`src/verilog/runner_pkg.sv`:
```
package runner_pkg;

	// Terrain kinds placed on the track
	typedef enum logic [2:0] {
		ground,
		one_block,
		two_block,
		three_block,
		hole
	} terrain_t;

	typedef logic [7:0] coord_x_t;   // Screen column
	typedef logic [6:0] coord_y_t;   // Screen row, grows downward

	typedef struct packed {
		coord_y_t   char_y;
		coord_x_t   runner_x;
		logic [4:0] jump_count;
		logic       jumping;
		logic       dead;
	} runner_state_t;

	typedef struct packed {
		logic     spawned;   // A slot respawned this frame
		terrain_t kind;
		coord_y_t height;
	} spawn_t;

	// Most significant digit first, ones in the low nibble
	typedef struct packed {
		logic [3:0] hund_thou;
		logic [3:0] ten_thou;
		logic [3:0] thou;
		logic [3:0] hund;
		logic [3:0] ten;
		logic [3:0] one;
	} bcd_score_t;

	typedef struct packed {
		logic [6:0] hex5;
		logic [6:0] hex4;
		logic [6:0] hex3;
		logic [6:0] hex2;
		logic [6:0] hex1;
		logic [6:0] hex0;
	} hex_display_t;

	localparam int FRAME_TICKS  = 16;
	localparam int NUM_SLOTS    = 8;
	localparam int SLOT_SPACING = 20;

	localparam coord_x_t SPAWN_X  = 8'd180;
	localparam coord_x_t RUNNER_X = 8'd24;
	localparam coord_y_t START_Y  = 7'd98;

	// Top row of each terrain kind
	localparam coord_y_t HEIGHT_GROUND = 7'd100;
	localparam coord_y_t HEIGHT_ONE    = 7'd79;
	localparam coord_y_t HEIGHT_TWO    = 7'd59;
	localparam coord_y_t HEIGHT_THREE  = 7'd39;
	localparam coord_y_t HEIGHT_HOLE   = 7'd119;

	localparam logic [4:0] JUMP_LIMIT = 5'd30;
	localparam logic [4:0] JUMP_STEP  = 5'd2;
	localparam coord_y_t   RISE_STEP  = 7'd3;
	localparam coord_y_t   FALL_STEP  = 7'd2;

	// Active low segments, index is the digit
	localparam logic [9:0][6:0] SEG_DIGITS = {
		7'b001_1000,   // 9
		7'b000_0000,
		7'b111_1000,
		7'b000_0010,
		7'b001_0010,
		7'b001_1001,
		7'b011_0000,
		7'b010_0100,
		7'b111_1001,
		7'b100_0000    // 0
	};

endpackage
```
`src/verilog/runner_game.sv`:
```
`timescale 1ns/10ps

module runner_game
	import runner_pkg::*;
(
	input  logic          CLOCK_50,
	input  logic          resetn,
	input  logic          key_start,
	input  logic          key_jump,
	output logic          frame_done,
	output logic          running,
	output runner_state_t runner,
	output spawn_t        spawn,
	output coord_y_t      ground_y,
	output bcd_score_t    score,
	output hex_display_t  hex
);

	typedef enum logic [1:0] {idle, run, over} game_state_t;

	game_state_t                    state;
	logic [$clog2(FRAME_TICKS)-1:0] frame_cnt;
	logic                           new_game;
	logic                           frame_tick;
	logic                           spawn_take;
	terrain_t                       next_kind;
	terrain_t                       placed_kind;

	assign running    = (state == run);
	assign frame_tick = running && !new_game &&
		frame_cnt == $bits(frame_cnt)'(FRAME_TICKS - 1);

	always_ff @(posedge CLOCK_50)
	begin
		if (!resetn)
		begin
			state      <= idle;
			new_game   <= 1'b0;
			frame_cnt  <= '0;
			frame_done <= 1'b0;
		end
		else
		begin
			new_game   <= 1'b0;
			frame_done <= frame_tick;   // Results are settled one cycle after the tick
			case (state)
				idle, over:
					if (!key_start)
					begin
						state     <= run;
						new_game  <= 1'b1;
						frame_cnt <= '0;
					end
				run:
					// Dead flag is stale while the new game clears it
					if (runner.dead && !new_game)
						state <= over;
					else if (frame_tick)
						frame_cnt <= '0;
					else
						frame_cnt <= frame_cnt + 1'b1;
				default: state <= idle;
			endcase
		end
	end

	obstacle_picker picker_i (
		.CLOCK_50    (CLOCK_50),
		.resetn      (resetn),
		.new_game    (new_game),
		.spawn_take  (spawn_take),
		.placed_kind (placed_kind),
		.next_kind   (next_kind)
	);

	track_scroller track_i (
		.CLOCK_50    (CLOCK_50),
		.resetn      (resetn),
		.frame_tick  (frame_tick),
		.new_game    (new_game),
		.next_kind   (next_kind),
		.runner_x    (runner.runner_x),
		.ground_y    (ground_y),
		.spawn       (spawn),
		.spawn_take  (spawn_take),
		.placed_kind (placed_kind)
	);

	runner_motion motion_i (
		.CLOCK_50   (CLOCK_50),
		.resetn     (resetn),
		.frame_tick (frame_tick),
		.new_game   (new_game),
		.key_jump   (key_jump),
		.ground_y   (ground_y),
		.runner     (runner)
	);

	score_display score_i (
		.CLOCK_50   (CLOCK_50),
		.resetn     (resetn),
		.frame_tick (frame_tick),
		.new_game   (new_game),
		.spawn      (spawn),
		.score      (score),
		.hex        (hex)
	);

endmodule

```
`src/verilog/score_display.sv`:
```
`timescale 1ns/10ps

module score_display
	import runner_pkg::*;
(
	input  logic         CLOCK_50,
	input  logic         resetn,
	input  logic         frame_tick,
	input  logic         new_game,
	input  spawn_t       spawn,
	output bcd_score_t   score,
	output hex_display_t hex
);

	bcd_score_t      count_q;    // Spawns of the frames before this one
	logic [5:0][3:0] digits_q;
	logic [5:0][3:0] digits_inc;
	logic [5:0][3:0] digits;
	logic [5:0][6:0] segs;
	logic            carry;

	assign digits_q = count_q;

	// Decimal increment, ones first
	always_comb
	begin
		carry = 1'b1;
		for (int d = 0; d < 6; d++)
		begin
			if (carry && digits_q[d] == 4'd9)
				digits_inc[d] = 4'd0;
			else if (carry)
			begin
				digits_inc[d] = digits_q[d] + 4'd1;
				carry         = 1'b0;
			end
			else
				digits_inc[d] = digits_q[d];
		end
	end

	// This frame's spawn is already part of the shown score
	assign digits = spawn.spawned ? digits_inc : digits_q;
	assign score  = digits;

	always_ff @(posedge CLOCK_50)
	begin
		if (!resetn || new_game)
			count_q <= '0;
		else if (frame_tick)
			count_q <= score;
	end

	always_comb
	begin
		for (int d = 0; d < 6; d++)
			segs[d] = (digits[d] > 4'd9) ? 7'h7f : SEG_DIGITS[digits[d]];   // Blank if not BCD
	end

	assign hex = segs;

endmodule

```
`src/verilog/runner_motion.sv`:
```
`timescale 1ns/10ps

module runner_motion
	import runner_pkg::*;
(
	input  logic          CLOCK_50,
	input  logic          resetn,
	input  logic          frame_tick,
	input  logic          new_game,
	input  logic          key_jump,
	input  coord_y_t      ground_y,
	output runner_state_t runner
);

	runner_state_t nxt;
	logic          jump_req;   // Key seen since the last frame
	logic          jump_active;

	always_comb
	begin
		nxt         = runner;
		jump_active = runner.jumping || jump_req || !key_jump;

		if (jump_active && runner.jump_count < JUMP_LIMIT)
		begin
			nxt.jump_count = runner.jump_count + JUMP_STEP;
			nxt.char_y     = runner.char_y - RISE_STEP;
			nxt.jumping    = 1'b1;
		end
		else
		begin
			nxt.jump_count = '0;
			nxt.jumping    = 1'b0;
		end

		if (nxt.char_y < ground_y - 7'd1)
			nxt.char_y = nxt.char_y + FALL_STEP;   // Gravity

		// Blocked by terrain higher than the runner
		if (nxt.char_y > ground_y)
		begin
			if (nxt.runner_x != '0)
				nxt.runner_x = nxt.runner_x - 8'd1;
		end
		else if (nxt.runner_x < RUNNER_X)
			nxt.runner_x = nxt.runner_x + 8'd1;

		// Pushed off the left edge or down on the hole floor
		if (nxt.runner_x == '0 || nxt.char_y >= HEIGHT_HOLE)
			nxt.dead = 1'b1;
	end

	always_ff @(posedge CLOCK_50)
	begin
		if (!resetn || new_game)
		begin
			runner   <= '{char_y: START_Y, runner_x: RUNNER_X, jump_count: 5'd0,
				jumping: 1'b0, dead: 1'b0};
			jump_req <= 1'b0;
		end
		else if (frame_tick)
		begin
			runner   <= nxt;
			jump_req <= 1'b0;
		end
		else if (!key_jump && !runner.jumping)
			jump_req <= 1'b1;
	end

endmodule

```
`src/verilog/track_scroller.sv`:
```
`timescale 1ns/10ps

module track_scroller
	import runner_pkg::*;
(
	input  logic     CLOCK_50,
	input  logic     resetn,
	input  logic     frame_tick,
	input  logic     new_game,
	input  terrain_t next_kind,
	input  coord_x_t runner_x,
	output coord_y_t ground_y,
	output spawn_t   spawn,
	output logic     spawn_take,
	output terrain_t placed_kind
);

	coord_x_t slot_x [NUM_SLOTS];
	coord_y_t slot_y [NUM_SLOTS];

	logic                         respawn_hit;
	logic [$clog2(NUM_SLOTS)-1:0] respawn_idx;
	coord_y_t                     next_height;

	always_comb
	begin
		case (next_kind)
			one_block:   next_height = HEIGHT_ONE;
			two_block:   next_height = HEIGHT_TWO;
			three_block: next_height = HEIGHT_THREE;
			hole:        next_height = HEIGHT_HOLE;
			default:     next_height = HEIGHT_GROUND;
		endcase
	end

	// Lowest numbered slot at the left edge wins
	always_comb
	begin
		respawn_hit = 1'b0;
		respawn_idx = '0;
		for (int i = NUM_SLOTS - 1; i >= 0; i--)
		begin
			if (slot_x[i] == '0)
			begin
				respawn_hit = 1'b1;
				respawn_idx = $bits(respawn_idx)'(i);
			end
		end
	end

	assign spawn_take  = frame_tick && respawn_hit;
	assign placed_kind = next_kind;

	// Ground under the runner, plain ground in gaps between slots
	always_comb
	begin
		ground_y = HEIGHT_GROUND;
		for (int i = NUM_SLOTS - 1; i >= 0; i--)
		begin
			if ({1'b0, runner_x} >= {1'b0, slot_x[i]} &&
				{1'b0, runner_x} < {1'b0, slot_x[i]} + 9'(SLOT_SPACING))
				ground_y = slot_y[i];
		end
	end

	always_ff @(posedge CLOCK_50)
	begin
		if (!resetn || new_game)
		begin
			for (int i = 0; i < NUM_SLOTS; i++)
			begin
				slot_x[i] <= coord_x_t'(i * SLOT_SPACING);
				slot_y[i] <= HEIGHT_GROUND;
			end
			spawn <= '0;
		end
		else if (frame_tick)
		begin
			for (int i = 0; i < NUM_SLOTS; i++)
			begin
				if (respawn_hit && respawn_idx == $bits(respawn_idx)'(i))
				begin
					slot_x[i] <= SPAWN_X;
					slot_y[i] <= next_height;
				end
				else if (slot_x[i] != '0)
					slot_x[i] <= slot_x[i] - 8'd1;   // Scroll left
			end
			spawn.spawned <= respawn_hit;
			if (respawn_hit)
			begin
				spawn.kind   <= next_kind;
				spawn.height <= next_height;
			end
		end
	end

endmodule

```
`src/verilog/obstacle_picker.sv`:
```
`timescale 1ns/10ps

module obstacle_picker
	import runner_pkg::*;
(
	input  logic     CLOCK_50,
	input  logic     resetn,
	input  logic     new_game,
	input  logic     spawn_take,
	input  terrain_t placed_kind,
	output terrain_t next_kind
);

	terrain_t   cur_kind;
	terrain_t   prev_kind;
	logic [2:0] choice;
	logic [2:0] choice_limit;

	// Number of choices depends on what is on screen now
	always_comb
	begin
		case (cur_kind)
			ground:                 choice_limit = 3'd2;
			two_block, three_block: choice_limit = 3'd4;
			default:                choice_limit = 3'd3;   // one_block and hole
		endcase
	end

	// Free running, stands in for a random source
	always_ff @(posedge CLOCK_50)
	begin
		if (!resetn)
			choice <= 3'd0;
		else if (choice >= choice_limit)
			choice <= 3'd0;
		else
			choice <= choice + 3'd1;
	end

	always_ff @(posedge CLOCK_50)
	begin
		if (!resetn || new_game)
		begin
			cur_kind  <= ground;
			prev_kind <= ground;
		end
		else if (spawn_take)
		begin
			prev_kind <= cur_kind;
			cur_kind  <= placed_kind;
		end
	end

	// Transition table
	always_comb
	begin
		next_kind = ground;
		case (cur_kind)
			ground:
				case (choice)
					3'd1:    next_kind = hole;
					3'd2:    next_kind = one_block;
					default: next_kind = ground;
				endcase
			one_block:
				case (choice)
					3'd0:    next_kind = one_block;
					3'd2:    next_kind = hole;
					3'd3:    next_kind = two_block;
					default: next_kind = ground;
				endcase
			two_block, three_block:
				case (choice)
					3'd0:    next_kind = cur_kind;
					3'd2:    next_kind = hole;
					3'd3:    next_kind = one_block;
					3'd4:    next_kind = (cur_kind == two_block) ? three_block : two_block;
					default: next_kind = ground;
				endcase
			hole:   // Never climb above the kind before the hole
				case (choice)
					3'd0: next_kind = (prev_kind inside {one_block, two_block, three_block}) ?
						one_block : ground;
					3'd1: next_kind = (prev_kind inside {two_block, three_block}) ?
						two_block : ground;
					3'd2: next_kind = (prev_kind == three_block) ? three_block : ground;
					3'd3: next_kind = (prev_kind == hole) ? ground : prev_kind;
					default: next_kind = ground;
				endcase
			default: next_kind = ground;
		endcase
	end

endmodule

```
`config.mk`:
```
export PLATFORM = sky130hd
export DESIGN_NAME = runner_game
export DESIGN_NICKNAME = d
export VERILOG_FILES = /design/src/verilog/runner_pkg.sv /design/src/verilog/runner_game.sv /design/src/verilog/score_display.sv /design/src/verilog/runner_motion.sv /design/src/verilog/track_scroller.sv /design/src/verilog/obstacle_picker.sv
export SDC_FILE = /design/constraint.sdc
export NUM_CORES = 1
export LEC_CHECK = 0
export BUFFER_PORTS_ARGS = -buffer_cell sky130_fd_sc_hd__buf_2
export CORE_ASPECT_RATIO = 1.1
export CORE_UTILIZATION = 55
export CTS_BUF_LIST = sky130_fd_sc_hd__clkbuf_8
export CTS_CLUSTER_SIZE = 10
export DETAILED_ROUTE_END_ITERATION = 7
export GPL_TIMING_DRIVEN = 1
export PLACE_DENSITY = 0.74
export SYNTH_ARGS = -nofsm -noshare
export SYNTH_HDL_FRONTEND = slang
export SYNTH_SLANG_ARGS = --single-unit
export TNS_END_PERCENT = 20
```
`constraint.sdc`:
```
create_clock -name CLOCK_50 -period 9.2 [get_ports CLOCK_50]
set_input_delay 0.46 -clock CLOCK_50 [delete_from_list [all_inputs] [get_ports CLOCK_50]]
set_output_delay 0.46 -clock CLOCK_50 [all_outputs]
set_load 0.05 [all_outputs]
```
# --- Word-level counts from Yosys, hierarchy flattened ---
# Memories as Yosys holds them, arrays and structs flattened.
# Index checks and enable logic that the tools add are counted.
totals:
  memories: 8
  word_cells: 400
  out_inout_bits: 108
  in_bits: 4
  ff_bits: 75
  mem_bits_ro: 672
  mem_bits_rw: 120
classes:
  order_cmp: 34
  eq_ne: 35
  n_reduce_logical: 69
  bitwise: 25
  addsub: 30
  mux: 177
mem_list:
  columns: ["memory", "depth", "width", "rd", "rd_clocked_by_memory_dff", "write_ports", "line", "rtl"]
  rows:
  - ["(no name shown)", 16, 7, 1, 0, 0, "score_display.sv:57", "segs[d] = (digits[d] > 4'd9) ? 7'h7f : SEG_DIGITS[digits[d]];"]
  - ["(no name shown)", 16, 7, 1, 0, 0, "score_display.sv:57", null]
  - ["(no name shown)", 16, 7, 1, 0, 0, "score_display.sv:57", null]
  - ["(no name shown)", 16, 7, 1, 0, 0, "score_display.sv:57", null]
  - ["(no name shown)", 16, 7, 1, 0, 0, "score_display.sv:57", null]
  - ["(no name shown)", 16, 7, 1, 0, 0, "score_display.sv:57", null]
  - ["+2 memories", null, null, null, null, null, null, null]
op_table:
  columns: ["op", "count"]
  rows:
  - ["$mux 7", 30]
  - ["$mux 8", 19]
  - ["$mux 1", 90]
  - ["$add 8x5->9 const B", 8]
  - ["$logic_not 8->1", 9]
  - ["$lt 8x9->1", 8]
  - ["$reduce_bool 8->1", 9]
  - ["$sub 8x1->8 const B", 9]
  - ["$ge 8x8->1", 8]
  - ["$mux 4", 14]
  - ["$pmux 3 s4", 3]
  - ["$eq 3x2->1 const B", 10]
  - ["$lt 4x5->1 const B", 6]
  - ["$add 4x1->4 const B", 7]
  - ["$eq 4x4->1 const B", 7]
  - ["$pmux 7 s4", 1]
  - ["$logic_and 1x1->1", 27]
  - ["$mux 3", 9]
  - ["$eq 3x3->1 const B", 8]
  - ["$gt 4x4->1 const B", 6]
  - ["$mux 24", 1]
  - ["$or 1x1->1", 24]
  - ["$eq 3x1->1 const B", 5]
  - ["$pmux 3 s2", 2]
  - ["31 further kinds", 50]

# --- Depth between registers and ports, before layout ---
# An unclocked memory read counts as a cell.
depth:
  word_depth: 20
  mapped_depth: 37

# --- Cells and area by module ---
# Synthesis repeated with hierarchy kept, for this count alone.
hier_totals:
  hier_cells: 1768
  hier_area_um2: 15481.1
by_module_without_submodules:
  columns: ["mod", "seq_area_each_um2", "instances", "cells_each", "area_each_um2"]
  rows:
  - ["track_scroller", 3563.4, 1, 1002, 9479.1]
  - ["score_display", 480.5, 1, 401, 2954.1]
  - ["runner_motion", 440.4, 1, 249, 1970.6]
  - ["obstacle_picker", 180.2, 1, 77, 710.7]
  - ["runner_game", 160.2, 1, 39, 366.6]

# --- Worst setup path before layout ---
# Ideal clock, no wire load.
synth_path:
  path_type: "reg-to-reg"
  from: "register motion_i.runner[7] (netlist name)"
  to: "register motion_i.runner[12] (netlist name)"
  setup_time_ns: 0.122
  t_required_ns: 9.078
  slack_ns: 2.068
  arrival_ns: 7.010
  stages_incl_launch_ff: 34
  cell_sequence: "dfxtp_1 inv_1 ha_1 nand2b_1 a2111oi_4 o31ai_2 and2_4 buf_6 o311ai_0 a31oi_1 a211oi_1 a21oi_1 a21o_1 inv_1 ha_1 nand4_1 xnor2_1 ha_1 o21ai_0 o2bb2ai_1 a31o_2 and2_1 nand2_1 nor4b_1 xor2_1 ha_1 nand2_1 o32ai_1 nand4_1 nor4b_2 o21a_1 or4_1 a21oi_1 o22ai_1"

==> metrics.cfg <==
[run_status]
run_status=finished clean

[clocking]
h-tree-depth=4
cts_setup_buffers=0
clock_latency_ns=0.50
clk_pin_slew_ns=0.10
ctsResizeCount=0
clockBufferDepth=2
cts_tree=built
cts_hold_buf=0
cts_root_buf=clkbuf_8
cts_sinks=182
cts-buffers-inserted=17

[sta]
worst_hold_slack_ns=0.279
hold_viol_final=0
fin_crit_ns=7.70
final_max_slew_viol_count=0
slew_headroom_pct=21.9
fmax_ghz=0.130
finalSetupViolations=0
period_share_pct=83.6
setup_tns_ns=0
fin_skew_ns=0.0238
worst_pin_slew_ns=1.16
rsz0062_at_grt=false

[synth]
post-synth-top-count-cell=ha_1
yosys_warnings=0
synth-edff-count=112
ys_seq_area_share_pct=31.6
avgSynthCellArea_sq_um=8.59
synthArstFlopShare_pct=0
synth_ff_type=edfxtp_1
yosysTopAreaCell=edfxtp_1
ys_ff_latch=182
synth_cell_types=96
synthesis.nets=1970
synth_cells=1755
yosysTopAreaCellShare_pct=22.3
syn-cell-area_sq_um=15100
synth_area_leaders=edfxtp_1, ha_1, dfxtp_1
synth_commonest_cells=ha_1, nand2_1, nor2_1, inv_1, edfxtp_1

[setup_path]
required_ns=9.59
path_class=register to register
arrival_ns=8.08
worstSetupStartpointType=register
cp_slowest_cell=dfxtp_1
cpPeakStageDelay_ns=0.90
cp_max_fo=16
crit_path_end_kind=register
cpMostUsedCell=ha_1

[placement]
place.gp.congestion=0.919
io_buffer_count=110
dpl.hpwl_mm=29.0

[floorplan]
row_count=63
ioPinCount=112
die_h_microns=176
start_util_pct=55.9
die_area_sq_um=28100
die_w_microns=160
coreArea_sq_um=27000

[final_layout]
finalNetCount=2058
area_growth_pct=8.34
antenna_cells=0
fillerInstances=2449
drive_above_1_share_pct=10.7

[route]
wirelength_mm=38.8
vias_per_cell=6.02
drc=0
vias=13326
wire_per_inst_microns=17.5
final_antenna_net_count=0
dr.pass1.iters=6
drtIter0Drc=914

[global_route]
grt_use_total_pct=27.7
grt_pass1_vias=12834
grt_pass1_wl_mm=62.8
grt_remaining_overflow=0
antenna_found_initial=0
grt_max_degree=46

[run]
cap_violations=0

[hold_path]
hp-class=input pin to register

[power_and_ir_drop]
powerDensity_nw_per_um2=132
power_leakage_uw=0.00696
max-vdd-ir-drop_mv=0.0870

path summary, 6_finish.rpt:
kind | from | end | slack (ns) | depth (start not counted)
worst max-delay path | motion_i.runner[14] | motion_i.runner[12] | 1.50 | 30
worst min-delay path | key_jump | motion_i.jump_req | 0.28 | 3
worst max register to register | motion_i.runner[14] | motion_i.runner[12] | 1.50 | 30
worst min register to register | motion_i.runner[1] | motion_i.runner[1] | 0.50 | 2
flip-flops by register name, summed over array words and instances, names as in the netlist:
register            cells
picker_i.prev_kind      3
track_i.slot_y         48
score_i.count_q        24
picker_i.cur_kind       3
track_i.slot_x         64
frame_done              1
track_i.spawn           7
motion_i.runner        21
state                   2
motion_i.jump_req       1
new_game                1
frame_cnt               4
picker_i.choice         3
per-stage QoR:
step	instances	utilization [%]	area (sq um)	total power, uW	worst slack (ns)
floorplan	1755	-	15100	1440	2.07
global placement	2181	59.1	15900	1590	1.92
detailed placement	2181	59.1	15900	1600	1.65
CTS	2213	60.6	16300	2150	1.63
global route	2213	60.6	16300	2260	0.913
finish	2213	60.6	16300	2150	1.50
cells by family (layout without fill, tap and decap cells):
family / count (synthesis) / after routing / synth area share [%]
other: 1 / 1 / 0.0249
buffers and inverters: 212 / 313 / 5.51
XOR/XNOR: 95 / 95 / 5.75
adder cells (fa/ha/maj): 211 / 211 / 17.5
AND/OR/NAND/NOR: 618 / 618 / 19.6
AO/OA/AOI/OAI: 414 / 414 / 18.5
multiplexers: 22 / 22 / 1.49
flip-flops: 182 / 182 / 31.6
where the power goes:
part / switching, uW / internal (uW)
registers: 37.8 / 899
clock network: 329 / 229
logic: 410 / 244
total: 777 / 1370
cell type report:
class | count | area (sq um) | area share, %
Tap cell | 357 | 447 | 2.74
Clock buffer | 18 | 248 | 1.52
Sequential cell | 182 | 4760 | 29.2
Clock inverter | 14 | 138 | 0.843
Multi-Input combinational cell | 1361 | 9480 | 58.1
Inverter | 156 | 586 | 3.59
Timing Repair Buffer | 125 | 663 | 4.06
routing by layer:
| layer | vias to the layer above | global-route usage, % | wire (microns) |
|---|---|---|---|
| met1 | 6313 | 32.6 | 16000 |
| met3 | 95 | 3.49 | 1920 |
| met5 | - | 0 | 0 |
| met2 | 433 | 50.9 | 19600 |
| met4 | 0 | 10.9 | 1290 |
| li1 | 6485 | - | - |
cells in the final DEF (no fill, tap or decap), types with 18 or more instances in the layout:
| master | instances |
|---|---|
| a21oi_1 | 95 |
| ha_1 | 211 |
| dfxtp_1 | 70 |
| inv_1 | 154 |
| mux2i_1 | 18 |
| edfxtp_1 | 112 |
| nand4_1 | 18 |
| o22ai_1 | 18 |
| clkbuf_8 | 18 |
| o21a_1 | 18 |
| xnor2_1 | 75 |
| nand3_1 | 59 |
| buf_2 | 110 |
| nor3_1 | 77 |
| a31oi_1 | 19 |
| nor2_1 | 157 |
| o21ai_0 | 111 |
| nand2b_1 | 24 |
| nand2_1 | 182 |
worst max-delay path: cells and delay by family, from the launching register on:
kind            cells  cell delay (ns)
buf+inv             1             0.29
flops               1             0.90
compound gates     14             3.08
xor+xnor            2             0.27
fa+ha+maj           3             0.88
simple gates       10             2.18
Note: power is estimated with default switching activity, not from simulation.
